`src/source/core_config.svh`:
```
`ifndef CORE_CONFIG_SVH
`define CORE_CONFIG_SVH

`define DATA_W     16    // Datapath width
`define INSN_W     16    // Instruction word width
`define REG_IDX_W  4     // Register index width
`define NUM_REGS   16
`define PC_W       8     // Instruction address width
`define OPC_W      4

// Opcodes, anything not listed executes as NOP
`define OP_NOP     4'd0
`define OP_MOVI    4'd1  // rd = zero-extended imm8
`define OP_ADD     4'd2
`define OP_SUB     4'd3  // Wraps modulo 2**16
`define OP_AND     4'd4
`define OP_OR      4'd5
`define OP_XOR     4'd6
`define OP_JMP     4'd7  // pc = imm8, no register write

`endif

```
`src/source/core_pkg.sv`:
```
`include "core_config.svh"

package core_pkg;

	typedef logic [`DATA_W-1:0]    data_t;    // Register and ALU word
	typedef logic [`INSN_W-1:0]    insn_t;    // Raw instruction word
	typedef logic [`REG_IDX_W-1:0] reg_idx_t; // rd, rs, rt
	typedef logic [`PC_W-1:0]      pc_t;      // Instruction memory address
	typedef logic [`OPC_W-1:0]     opcode_t;

	// Immediate field, low byte of the instruction
	typedef logic [7:0]            imm_t;

endpackage

```
`src/source/core_ifs.sv`:
```
`timescale 1ns/10ps

// Decode to execute pipeline register contents
interface issue_if import core_pkg::*; ();
	logic     valid;  // Low for a bubble
	opcode_t  opcode;
	reg_idx_t rd;
	reg_idx_t rs;
	reg_idx_t rt;
	data_t    op_a;   // Register file value of rs
	data_t    op_b;   // Register file value of rt
	imm_t     imm;

	modport producer (
		output valid, opcode, rd, rs, rt, op_a, op_b, imm
	);

	modport consumer (
		input valid, opcode, rd, rs, rt, op_a, op_b, imm
	);
endinterface

// Two combinational read ports of the register file
interface rf_read_if import core_pkg::*; ();
	reg_idx_t rs_idx;
	reg_idx_t rt_idx;
	data_t    rs_data;
	data_t    rt_data;

	modport reader (
		output rs_idx, rt_idx,
		input  rs_data, rt_data
	);

	modport regs (
		input  rs_idx, rt_idx,
		output rs_data, rt_data
	);
endinterface

```
`src/source/fetch_stage.sv`:
```
`timescale 1ns/10ps

module fetch_stage import core_pkg::*; (
	input  logic clk,
	input  logic arst_n,
	input  logic redirect,     // Taken jump from execute
	input  pc_t  redirect_pc,
	output pc_t  imem_addr,
	output logic insn_valid    // Qualifies the word now arriving from memory
);

	pc_t pc;

	assign imem_addr = pc;

	always_ff @(posedge clk or negedge arst_n) begin
		if (!arst_n) begin
			pc <= '0;
		end else if (redirect) begin
			pc <= redirect_pc;
		end else begin
			pc <= pc + 1'b1;       // Wraps at 256
		end
	end

	// The memory answers one cycle late, so the valid bit trails the pc.
	// Nothing was addressed before reset, and the address presented during
	// a redirect cycle is on the flushed path.
	always_ff @(posedge clk or negedge arst_n) begin
		if (!arst_n) begin
			insn_valid <= 1'b0;
		end else begin
			insn_valid <= !redirect;
		end
	end

endmodule

```
`src/source/decode_stage.sv`:
```
`timescale 1ns/10ps

module decode_stage import core_pkg::*; (
	input  logic      clk,
	input  logic      arst_n,
	input  insn_t     insn,        // Word from instruction memory
	input  logic      insn_valid,
	input  logic      redirect,    // Flush the word decoded this cycle
	rf_read_if.reader rf,
	issue_if.producer iss
);

	opcode_t  opcode;
	reg_idx_t rd;
	reg_idx_t rs;
	reg_idx_t rt;
	imm_t     imm;

	// Fields: opcode 15:12, rd 11:8, rs 7:4, rt 3:0, imm8 7:0
	assign opcode = insn[15:12];
	assign rd     = insn[11:8];
	assign rs     = insn[7:4];
	assign rt     = insn[3:0];
	assign imm    = insn[7:0];

	assign rf.rs_idx = rs;       // Read ports follow the raw fields
	assign rf.rt_idx = rt;

	always_ff @(posedge clk or negedge arst_n) begin
		if (!arst_n) begin
			iss.valid <= 1'b0;
		end else begin
			iss.valid <= insn_valid && !redirect;  // Jump shadow becomes a bubble
		end
	end

	always_ff @(posedge clk) begin
		iss.opcode <= opcode;
		iss.rd     <= rd;
		iss.rs     <= rs;
		iss.rt     <= rt;
		iss.imm    <= imm;
		iss.op_a   <= rf.rs_data;  // Includes write-through from writeback
		iss.op_b   <= rf.rt_data;
	end

	// Bubbles must stay clean or wb_valid and redirect go unknown downstream
	a_iss_valid_known: assert property (
		@(posedge clk) disable iff (!arst_n)
		!$isunknown(iss.valid)
	) else $error("decode: issue valid is unknown");

endmodule

```
`src/source/reg_file.sv`:
```
`timescale 1ns/10ps

`include "core_config.svh"

module reg_file import core_pkg::*; (
	input  logic     clk,
	input  logic     arst_n,
	input  logic     we,       // Writeback strobe
	input  reg_idx_t wreg,
	input  data_t    wdata,
	rf_read_if.regs  rf
);

	data_t regs [`NUM_REGS];

	always_ff @(posedge clk or negedge arst_n) begin
		if (!arst_n) begin
			for (int i = 0; i < `NUM_REGS; i++) begin
				regs[i] <= '0;
			end
		end else if (we) begin
			regs[wreg] <= wdata;
		end
	end

	// Write-through covers the distance-two dependency
	assign rf.rs_data = (we && wreg == rf.rs_idx) ? wdata : regs[rf.rs_idx];
	assign rf.rt_data = (we && wreg == rf.rt_idx) ? wdata : regs[rf.rt_idx];

	a_write_known: assert property (
		@(posedge clk) disable iff (!arst_n)
		we |-> !$isunknown({wreg, wdata})
	) else $error("reg_file: write with unknown index or data");

endmodule

```
`src/source/execute_stage.sv`:
```
`timescale 1ns/10ps

`include "core_config.svh"

module execute_stage import core_pkg::*; (
	input  logic       clk,
	input  logic       arst_n,
	issue_if.consumer  iss,
	output logic       redirect,     // Single-cycle strobe to fetch and decode
	output pc_t        redirect_pc,
	output logic       wb_valid,
	output reg_idx_t   wb_reg,
	output data_t      wb_data
);

	data_t src_a;
	data_t src_b;
	data_t alu_res;
	logic  alu_we;                   // Opcode writes rd

	// Distance-one forwarding from the result register
	assign src_a = (wb_valid && wb_reg == iss.rs) ? wb_data : iss.op_a;
	assign src_b = (wb_valid && wb_reg == iss.rt) ? wb_data : iss.op_b;

	always_comb begin
		alu_res = '0;
		alu_we  = 1'b1;
		case (iss.opcode)
			`OP_MOVI: alu_res = data_t'(iss.imm);  // Zero extend
			`OP_ADD:  alu_res = src_a + src_b;
			`OP_SUB:  alu_res = src_a - src_b;
			`OP_AND:  alu_res = src_a & src_b;
			`OP_OR:   alu_res = src_a | src_b;
			`OP_XOR:  alu_res = src_a ^ src_b;
			default: begin                         // NOP, JMP, unused codes
				alu_we = 1'b0;
			end
		endcase
	end

	assign redirect    = iss.valid && iss.opcode == `OP_JMP;
	assign redirect_pc = iss.imm;    // Absolute target

	always_ff @(posedge clk or negedge arst_n) begin
		if (!arst_n) begin
			wb_valid <= 1'b0;
		end else begin
			wb_valid <= iss.valid && alu_we;
		end
	end

	always_ff @(posedge clk) begin
		wb_reg  <= iss.rd;
		wb_data <= alu_res;
	end

	// A jump leaves a bubble behind it, so redirect never holds for two cycles
	a_redirect_strobe: assert property (
		@(posedge clk) disable iff (!arst_n)
		redirect |=> !redirect
	) else $error("execute: redirect held longer than one cycle");

endmodule

```
`src/source/tiny_core.sv`:
```
`timescale 1ns/10ps

module tiny_core import core_pkg::*; (
	input  logic     clk,
	input  logic     arst_n,
	output pc_t      imem_addr,
	input  insn_t    imem_data,   // Arrives one cycle after imem_addr
	output logic     wb_valid,
	output reg_idx_t wb_reg,
	output data_t    wb_data
);

	issue_if   iss_bus ();
	rf_read_if rf_bus ();

	logic redirect;
	pc_t  redirect_pc;
	logic insn_valid;

	fetch_stage fetch_inst (
		.clk         (clk),
		.arst_n      (arst_n),
		.redirect    (redirect),
		.redirect_pc (redirect_pc),
		.imem_addr   (imem_addr),
		.insn_valid  (insn_valid)
	);

	decode_stage decode_inst (
		.clk        (clk),
		.arst_n     (arst_n),
		.insn       (imem_data),
		.insn_valid (insn_valid),
		.redirect   (redirect),
		.rf         (rf_bus.reader),
		.iss        (iss_bus.producer)
	);

	reg_file reg_file_inst (
		.clk    (clk),
		.arst_n (arst_n),
		.we     (wb_valid),          // Result register writes back directly
		.wreg   (wb_reg),
		.wdata  (wb_data),
		.rf     (rf_bus.regs)
	);

	execute_stage execute_inst (
		.clk         (clk),
		.arst_n      (arst_n),
		.iss         (iss_bus.consumer),
		.redirect    (redirect),
		.redirect_pc (redirect_pc),
		.wb_valid    (wb_valid),
		.wb_reg      (wb_reg),
		.wb_data     (wb_data)
	);

endmodule

```
`config.mk`:
```
export PLATFORM = sky130hd
export DESIGN_NAME = tiny_core
export DESIGN_NICKNAME = d
export VERILOG_FILES = /design/src/source/core_pkg.sv /design/src/source/core_ifs.sv /design/src/source/fetch_stage.sv /design/src/source/decode_stage.sv /design/src/source/reg_file.sv /design/src/source/execute_stage.sv /design/src/source/tiny_core.sv
export VERILOG_INCLUDE_DIRS = /design/src /design/src/source
export SDC_FILE = /design/constraint.sdc
export NUM_CORES = 1
export LEC_CHECK = 0
export BUFFER_PORTS_ARGS = -buffer_cell sky130_fd_sc_hd__buf_2
export CORE_MARGIN = 8
export CORE_UTILIZATION = 50
export CTS_CLUSTER_DIAMETER = 40
export DETAILED_ROUTE_END_ITERATION = 16
export GPL_TIMING_DRIVEN = 0
export PLACE_DENSITY = 0.68
export SETUP_SLACK_MARGIN = 0.15
export SLEW_MARGIN = 20
export SYNTH_ARGS = -nofsm -noshare
export SYNTH_HDL_FRONTEND = slang
export SYNTH_SLANG_ARGS = --single-unit
```
`constraint.sdc`:
```
create_clock -name clk -period 5.4 [get_ports clk]
set_clock_uncertainty 0.15 [all_clocks]
set_input_delay 1.08 -clock clk [delete_from_list [all_inputs] [get_ports clk]]
set_output_delay 1.08 -clock clk [all_outputs]
set_load 0.02 [all_outputs]
```
==> results of run 1 <==
[stage by stage]
step	setup TNS [ns]	worst slack (ns)
5_1_grt	0	0.250
3_5_place_dp	-0.268	-0.232
6_report	0	0.467
3_3_place_gp	-482.34	-1.84
2_1_floorplan	0	0.958
4_1_cts	0	0.226
[cell type report]
cell class | instances | area (um^2) | share of cell area [%]
clock inverter | 22 | 243 | 1.16
tap | 468 | 586 | 2.80
timing repair buffer | 48 | 295 | 1.41
buffer | 114 | 498 | 2.38
sequential | 335 | 8040 | 38.4
multi-input combinational | 833 | 9730 | 46.5
inverter | 38 | 143 | 0.682
clock buffer | 64 | 1390 | 6.62
[cell families after synthesis]
group           after synthesis  share of synthesized area (%)
mux                         484                           39.3
flops                       335                           43.8
buf+inv                     152                           3.45
simple gates                138                           3.85
compound gates              112                           3.80
xor+xnor                     51                           2.55
fa+ha+maj                    48                           3.31
[repair_timing]
item	in CTS	in global routing
setup endpoints to repair	4	1
hold endpoints to repair	0	0
cloned	0	0
gates resized for setup	3	8
[worst max-delay path, cell delays in order (launching register included)]
cell and delay (ns):
dfxtp_1 0.33, buf_6 0.15, xor2_2 0.16, nor4_4 0.37, buf_6 0.21, buf_4 0.21
clkbuf_4 0.28, mux2i_4 0.31, ha_1 0.22, nand2_2 0.12, o21ai_0 0.24, xnor2_1 0.09
ha_1 0.40, a211o_1 0.34, o311ai_4 0.30, o21ai_1 0.18, a21oi_1 0.27, o21ai_0 0.18
xnor2_1 0.17, o22ai_1 0.09
[metal layers]
metal | track usage, % | vias up
met5 | 0 | -
met1 | 29.2 | 6321
li1 | - | 5185
met2 | 39.1 | 423
met3 | 5.37 | 136
met4 | 9.03 | 0
[cell usage in the layout, fill, tap and decap left out, types with 8 or more instances in the layout]
| cell | count |
|---|---|
| dfrtp_1 | 267 |
| clkbuf_1 | 89 |
| nor2_1 | 44 |
| inv_1 | 36 |
| dfxtp_1 | 68 |
| nand2b_1 | 8 |
| o22ai_1 | 9 |
| ha_1 | 47 |
| nand3_1 | 10 |
| a21oi_1 | 34 |
| nand2_1 | 26 |
| xnor2_1 | 27 |
| nor4_1 | 8 |
| clkbuf_16 | 51 |
| mux4_2 | 160 |
| mux2_2 | 289 |
| mux2i_1 | 32 |
| a211oi_1 | 8 |
| nor3_1 | 10 |
| o21ai_0 | 22 |
| buf_2 | 61 |
| xor2_1 | 21 |
[path summary, 6_finish.rpt]
| check | from | endpoint | slack, ns | cells after the start |
|---|---|---|---|---|
| max in group asynchronous | arst_n | reg_file_inst.regs[232] | 3.37 | 3 |
| min in group asynchronous | arst_n | reg_file_inst.regs[92] | 0.38 | 1 |
| hold reg to reg | decode_inst.iss.rd[0] | execute_inst.wb_reg[0] | 0.18 | 0 |
| setup / recovery | execute_inst.wb_reg[1] | execute_inst.wb_data[15] | 0.47 | 19 |
| setup reg to reg | execute_inst.wb_reg[1] | execute_inst.wb_data[15] | 0.47 | 19 |
| hold / removal | decode_inst.iss.rd[0] | execute_inst.wb_reg[0] | 0.18 | 0 |
[power groups by stage]
stage	combinational, mW	sequential, mW	clock (mW)
finish	2.71	3.31	3.14
detailed placement	2.64	3.34	0
CTS	2.67	3.30	3.18
floorplan	1.93	3.29	0
global route	2.94	3.37	3.28
global placement	2.60	3.31	0
==> results.py, run 1 <==
metrics = {
    "run_status": {
        "status": "finished clean",
    },
    "finish": {
        "final_core_util_pct": 57.4,
        "largest_register": "reg_file_inst.regs",
        "antennaDiodeCount": 0,
        "fillers": 2872,
        "layoutNonFillerInstCount": 1922,
        "largest_register_ffs": 256,
        "area_growth_pct": 13.9,
        "finalNetCount": 1482,
        "final_area_um2": 20900,
        "drive_gt1_share_pct": 42.8,
    },
    "logic_synthesis": {
        "yosysWarnings": 0,
        "async_flop_share_pct": 79.7,
        "yosysTopAreaCellShare_pct": 36.4,
        "yosysMostFrequentCell": "mux2_2",
        "synth_nets": 1386,
        "synthesis.instances": 1320,
        "ys_top_cells_by_count": "289 x mux2_2, 267 x dfrtp_1, 160 x mux4_2",
        "synth_edf_count": 0,
        "synth_area_um2": 18400,
        "ys_top_cells_by_area": "dfrtp_1 36%, mux4_2 20%, mux2_2 18%",
        "synth_flop_cell": "dfrtp_1",
        "ys_ff_latch": 335,
        "avgSynthCellArea_um2": 13.9,
        "synth_cell_types": 59,
        "yosysSeqAreaShare_pct": 43.8,
        "synth_area_leader_cell": "dfrtp_1",
    },
    "pwr": {
        "finalPower_mw": 9.16,
        "p_comb_share_pct": 29.6,
        "switching_share_pct": 32.2,
        "max-vdd-ir-drop_mv": 0.254,
        "powerDensity_nw_per_um2": 438,
        "p_leak_nw": 9.40,
        "p_switching_mw": 2.95,
        "p_int_mw": 6.21,
        "seqPwrFrac_pct": 36.2,
        "p_clk_share_pct": 34.3,
    },
    "hold_path": {
        "hp-class": "reg2reg",
    },
    "placement": {
        "dpl_cell_area_um2": 19300,
        "dp_hpwl_mm": 36.2,
        "io_buffers": 46,
        "finalWeightedCongestion": 0.932,
        "placed_cells": 1836,
    },
    "global_route": {
        "grt_pass1_wl_mm": 77.4,
        "grt_antenna_before_repair": 0,
        "grt_start_max_net_pins": 96,
        "grt_pass1_vias": 12600,
        "gr-total-overflow": 0,
        "grt.total_usage_pct": 23.3,
    },
    "routing": {
        "wl_met1_mm": 20.0,
        "drt-total-wl_mm": 50.2,
        "wire_per_inst_um": 26.1,
        "drtIter0Drc": 1014,
        "drtAntennaViolNets": 0,
        "highest_layer": "met4",
        "first_pass_iters": 5,
        "viasPerCell": 6.28,
        "drc_errors": 0,
        "vias": 12100,
        "wl_met2_mm": 24.8,
        "wl_met3_mm": 3.44,
    },
    "critical_path": {
        "critPathKind": "reg2reg",
        "crit_path_end_kind": "flop",
        "cp_max_fo": 10,
        "critPathLaunchType": "flop",
        "cp.required_ns": 5.67,
        "cp.arrival_ns": 5.21,
    },
    "clock_tree": {
        "clk_latency_ns": 0.56,
        "ctsHoldBuffers": 0,
        "cts_tree": "built",
        "clk_pin_slew_ns": 0.05,
        "numCtsBuffers": 46,
        "htreeDepth": 2,
        "cts_setup_buffers": 0,
        "cts_root_buffer": "clkbuf_16",
        "cts.sinks": 335,
        "clock_path_buffers": 3,
    },
    "job": {
        "max_cap_viol_count": 0,
    },
    "floorplanning": {
        "design.core.area_um2": 36400,
        "die_w_um": 208,
        "rows": 70,
        "ioPinCount": 47,
        "initial_core_util_pct": 50.4,
        "die_area_um2": 43100,
        "die_h_um": 208,
    },
    "timing": {
        "period_minus_slack_ns": 4.93,
        "slew_headroom_pct": 26.4,
        "drv_slew": 0,
        "final-setup-viol-count": 0,
        "whs_ns": 0.180,
        "worst_pin_slew_ns": 1.10,
        "fmax_ghz": 0.203,
        "fin_crit_sh_pct": 91.4,
        "finalHoldViolCount": 0,
        "rsz0062_at_grt": "no",
    },
}
(Power assumes the default switching activity.)
==> run 2, diff against run 1 <==
--- a/config.mk
+++ b/config.mk
@@ -6,6 +6,7 @@
 export SDC_FILE = /design/constraint.sdc
 export NUM_CORES = 1
 export LEC_CHECK = 0
+export ABC_AREA = 1
 export BUFFER_PORTS_ARGS = -buffer_cell sky130_fd_sc_hd__buf_2
 export CORE_MARGIN = 8
 export CORE_UTILIZATION = 50
@@ -14,6 +15,7 @@
 export GPL_TIMING_DRIVEN = 0
 export PLACE_DENSITY = 0.68
 export SETUP_SLACK_MARGIN = 0.15
+export SKIP_CTS_REPAIR_TIMING = 1
 export SLEW_MARGIN = 20
 export SYNTH_ARGS = -nofsm -noshare
 export SYNTH_HDL_FRONTEND = slang
==> run 2 against run 1 <==
Cell count rose by 60%. Sequential share of layout area fell by 0.61 points. Clock power rose by 12%. Global-route usage rose by 19 points. Critical path type unchanged. Largest cell class unchanged.
==> results.py, run 2 <==
metrics = {
    "run_status": {
        "status": "finished clean",
    },
    "timing": {
        "slew_headroom_pct": 25.6,
        "worst_pin_slew_ns": 1.11,
        "fin_crit_sh_pct": 78.8,
        "period_minus_slack_ns": 4.25,
        "fmax_ghz": 0.235,
        "rsz0062_at_grt": "no",
        "drv_slew": 0,
        "setup_slack_ns": 1.15,
        "setup_tns_ns": 0,
        "final-setup-viol-count": 0,
        "finalHoldViolCount": 0,
    },
    "routing": {
        "vias": 19900,
        "drc_errors": 0,
        "viasPerCell": 6.46,
        "drt-total-wl_mm": 93.3,
        "first_pass_iters": 8,
        "wire_per_inst_um": 30.3,
        "drtIter0Drc": 2858,
        "drtAntennaViolNets": 0,
    },
    "logic_synthesis": {
        "yosysSeqAreaShare_pct": 43.4,
        "yosysWarnings": 0,
        "muxShareOfSynthArea_pct": 0,
        "synthesis.instances": 2466,
        "yosysTopAreaCellShare_pct": 36.1,
        "synth_cell_types": 45,
        "synth_flop_cell": "dfrtp_1",
        "ys_top_cells_by_area": "dfrtp_1 36%, o21ai_0 15%, nand2_1 8.9%",
        "synth_top_family_by_area": "compound AO/OA/AOI/OAI gates",
        "synth_area_um2": 18500,
        "synth_simple_gate_area_share_pct": 16.7,
        "synth_adder_area_share_pct": 3.28,
        "ys_top_cells_by_count": "567 x o21ai_0, 437 x nand2_1, 267 x dfrtp_1",
        "yosysMostFrequentCell": "o21ai_0",
        "avgSynthCellArea_um2": 7.51,
        "async_flop_share_pct": 79.7,
        "synth_edf_count": 0,
        "synth-compound-area-share_pct": 27.3,
        "synth_nets": 2532,
        "synth_area_leader_cell": "dfrtp_1",
        "synth-xor-area-share_pct": 0.804,
        "ys_ff_latch": 335,
    },
    "finish": {
        "largest_register": "reg_file_inst.regs",
        "drive_gt1_share_pct": 7.47,
        "area_growth_pct": 14.8,
        "finalNetCount": 2635,
        "largest_register_ffs": 256,
        "fillers": 3325,
        "final_area_um2": 21300,
        "layout_common_cells": "567 x o21ai_0, 437 x nand2_1, 267 x dfrtp_1",
        "layout_commonest_cell": "o21ai_0",
        "layoutNonFillerInstCount": 3083,
    },
    "pwr": {
        "p_leak_nw": 9.34,
        "finalPower_mw": 8.76,
        "max-vdd-ir-drop_mv": 0.425,
        "powerDensity_nw_per_um2": 412,
    },
    "global_route": {
        "grt_antenna_before_repair": 1,
        "grt.total_usage_pct": 42.0,
        "grt_pass1_vias": 18800,
        "grt_start_max_net_pins": 100,
        "grt_pass1_wl_mm": 132,
        "gr-total-overflow": 0,
    },
    "critical_path": {
        "slowest_delay_ns": 0.47,
        "cp.arrival_ns": 4.56,
        "crit_path_end_kind": "flop",
        "cp.required_ns": 5.71,
        "slowest_stage": "dfxtp_1",
        "cp_max_fo": 10,
        "cp_common_cell": "nand2_1",
        "critPathKind": "reg2reg",
        "worstPathCellList": "clkbuf_1, nand2_1, a21oi_1, nand3b_1, buf_2, o21ai_0, ha_1, inv_1, fa_1, nand3_1, nand3_1, nand3_1, nand2_1, nand2_1, nand2_1, inv_1, o21ai_0, o21ai_0, o2111ai_1",
        "critPathLaunchType": "flop",
    },
    "placement": {
        "finalWeightedCongestion": 1.10,
        "dp_hpwl_mm": 70.1,
        "dpl_cell_area_um2": 19400,
        "placed_cells": 2983,
        "io_buffers": 46,
        "place_ws_ns": 1.21,
    },
    "floorplanning": {
        "design.core.area_um2": 36500,
        "ioPinCount": 47,
        "die_area_um2": 43400,
        "rows": 70,
        "initial_core_util_pct": 50.7,
        "die_w_um": 208,
        "die_h_um": 208,
    },
    "clock_tree": {
        "numCtsBuffers": 52,
        "clock_path_buffers": 3,
        "cts_tree": "built",
        "cts.sinks": 335,
        "clk_pin_slew_ns": 0.06,
        "cts_root_buffer": "clkbuf_16",
        "htreeDepth": 2,
        "clk_latency_ns": 0.62,
    },
    "hold_path": {
        "hp-class": "in2async",
    },
    "job": {
        "max_cap_viol_count": 0,
    },
}
-- run 2: cell types whose count changed after synthesis, moves of 15 or more --
| cell | before | now |
|---|---|---|
| o21ai_0 | 23 | 567 |
| nand2_1 | 26 | 437 |
| mux2_2 | 289 | 0 |
| mux4_2 | 160 | 0 |
| inv_1 | 36 | 192 |
| o211ai_1 | 1 | 128 |
| nor2_1 | 44 | 165 |
| a21oi_1 | 34 | 154 |
| clkbuf_1 | 86 | 173 |
| nand3_1 | 10 | 84 |
| mux2i_1 | 34 | 0 |
| a31oi_1 | 5 | 33 |
| xnor2_1 | 27 | 2 |
| buf_1 | 3 | 18 |
-- run 2: report_power, final --
group	switching [mW]	internal [mW]	leakage (nW)	total (mW)
Combinational	1.46	0.546	4.26	2.01
Clock	1.44	2.09	0.887	3.52
Sequential	0.346	2.88	4.19	3.23
Total	3.25	5.52	9.34	8.76
-- run 2: critical path, delay by kind of cell, from the launching register on --
family	cells	cell delay (ns)
buf+inv	4	0.79
compound gates	5	1.13
simple gates	8	0.86
fa+ha+maj	2	0.70
flops	1	0.47
-- run 2: per-stage QoR --
| stage | hold slack (ns) | util [%] |
|---|---|---|
| 3_3_place_gp | 0.162 | 52.9 |
| 6_report | 0.135 | 58.2 |
| 2_1_floorplan | 0.160 | - |
| 5_1_grt | 0.136 | 58.2 |
| 4_1_cts | 0.137 | 58.2 |
| 3_5_place_dp | 0.163 | 53.2 |
-- run 2: path summary, 6_finish.rpt --
check | startpoint | endpoint | slack [ns] | cells after the start
max | execute_inst.wb_reg[2] | execute_inst.wb_data[10] | 1.15 | 19
min reg2reg | decode_inst.iss.rd[1] | execute_inst.wb_reg[1] | 0.18 | 0
max reg2reg | execute_inst.wb_reg[2] | execute_inst.wb_data[10] | 1.15 | 19
max in group asynchronous | arst_n | reg_file_inst.regs[151] | 3.89 | 3
min in group clk | decode_inst.iss.rd[1] | execute_inst.wb_reg[1] | 0.18 | 0
min | arst_n | fetch_inst.imem_addr[0] | 0.14 | 1
-- run 2: cells by family (layout without fill, tap and decap cells) --
family / after synthesis / in the layout
compound gates: 918 / 918
flops: 335 / 335
other cells: 0 / 3
fa+ha+maj: 48 / 48
simple gates: 739 / 739
buf+inv: 409 / 555
xor+xnor: 17 / 17
-- run 2: layer usage --
metal / track usage [%] / vias to the layer above / wire (um)
met5: 0 / - / 0
met4: 28.5 / 0 / 7310
met3: 17.0 / 296 / 13400
met2: 59.1 / 1468 / 37600
met1: 52.3 / 9540 / 35000
li1: - / 8612 / -
-- run 2: layout make-up --
cell class              instances  area (um^2)  share of cell area, %
inverters                     205          772                   3.63
multi-input cells            1722         8890                   41.8
clock inverters                37          425                   2.00
plain buffers                 204          812                   3.82
diodes                          3         7.51                 0.0353
flip-flops and latches        335         8040                   37.8
repair buffers                 49          323                   1.52
well taps                     468          586                   2.75
clock buffers                  60         1410                   6.61
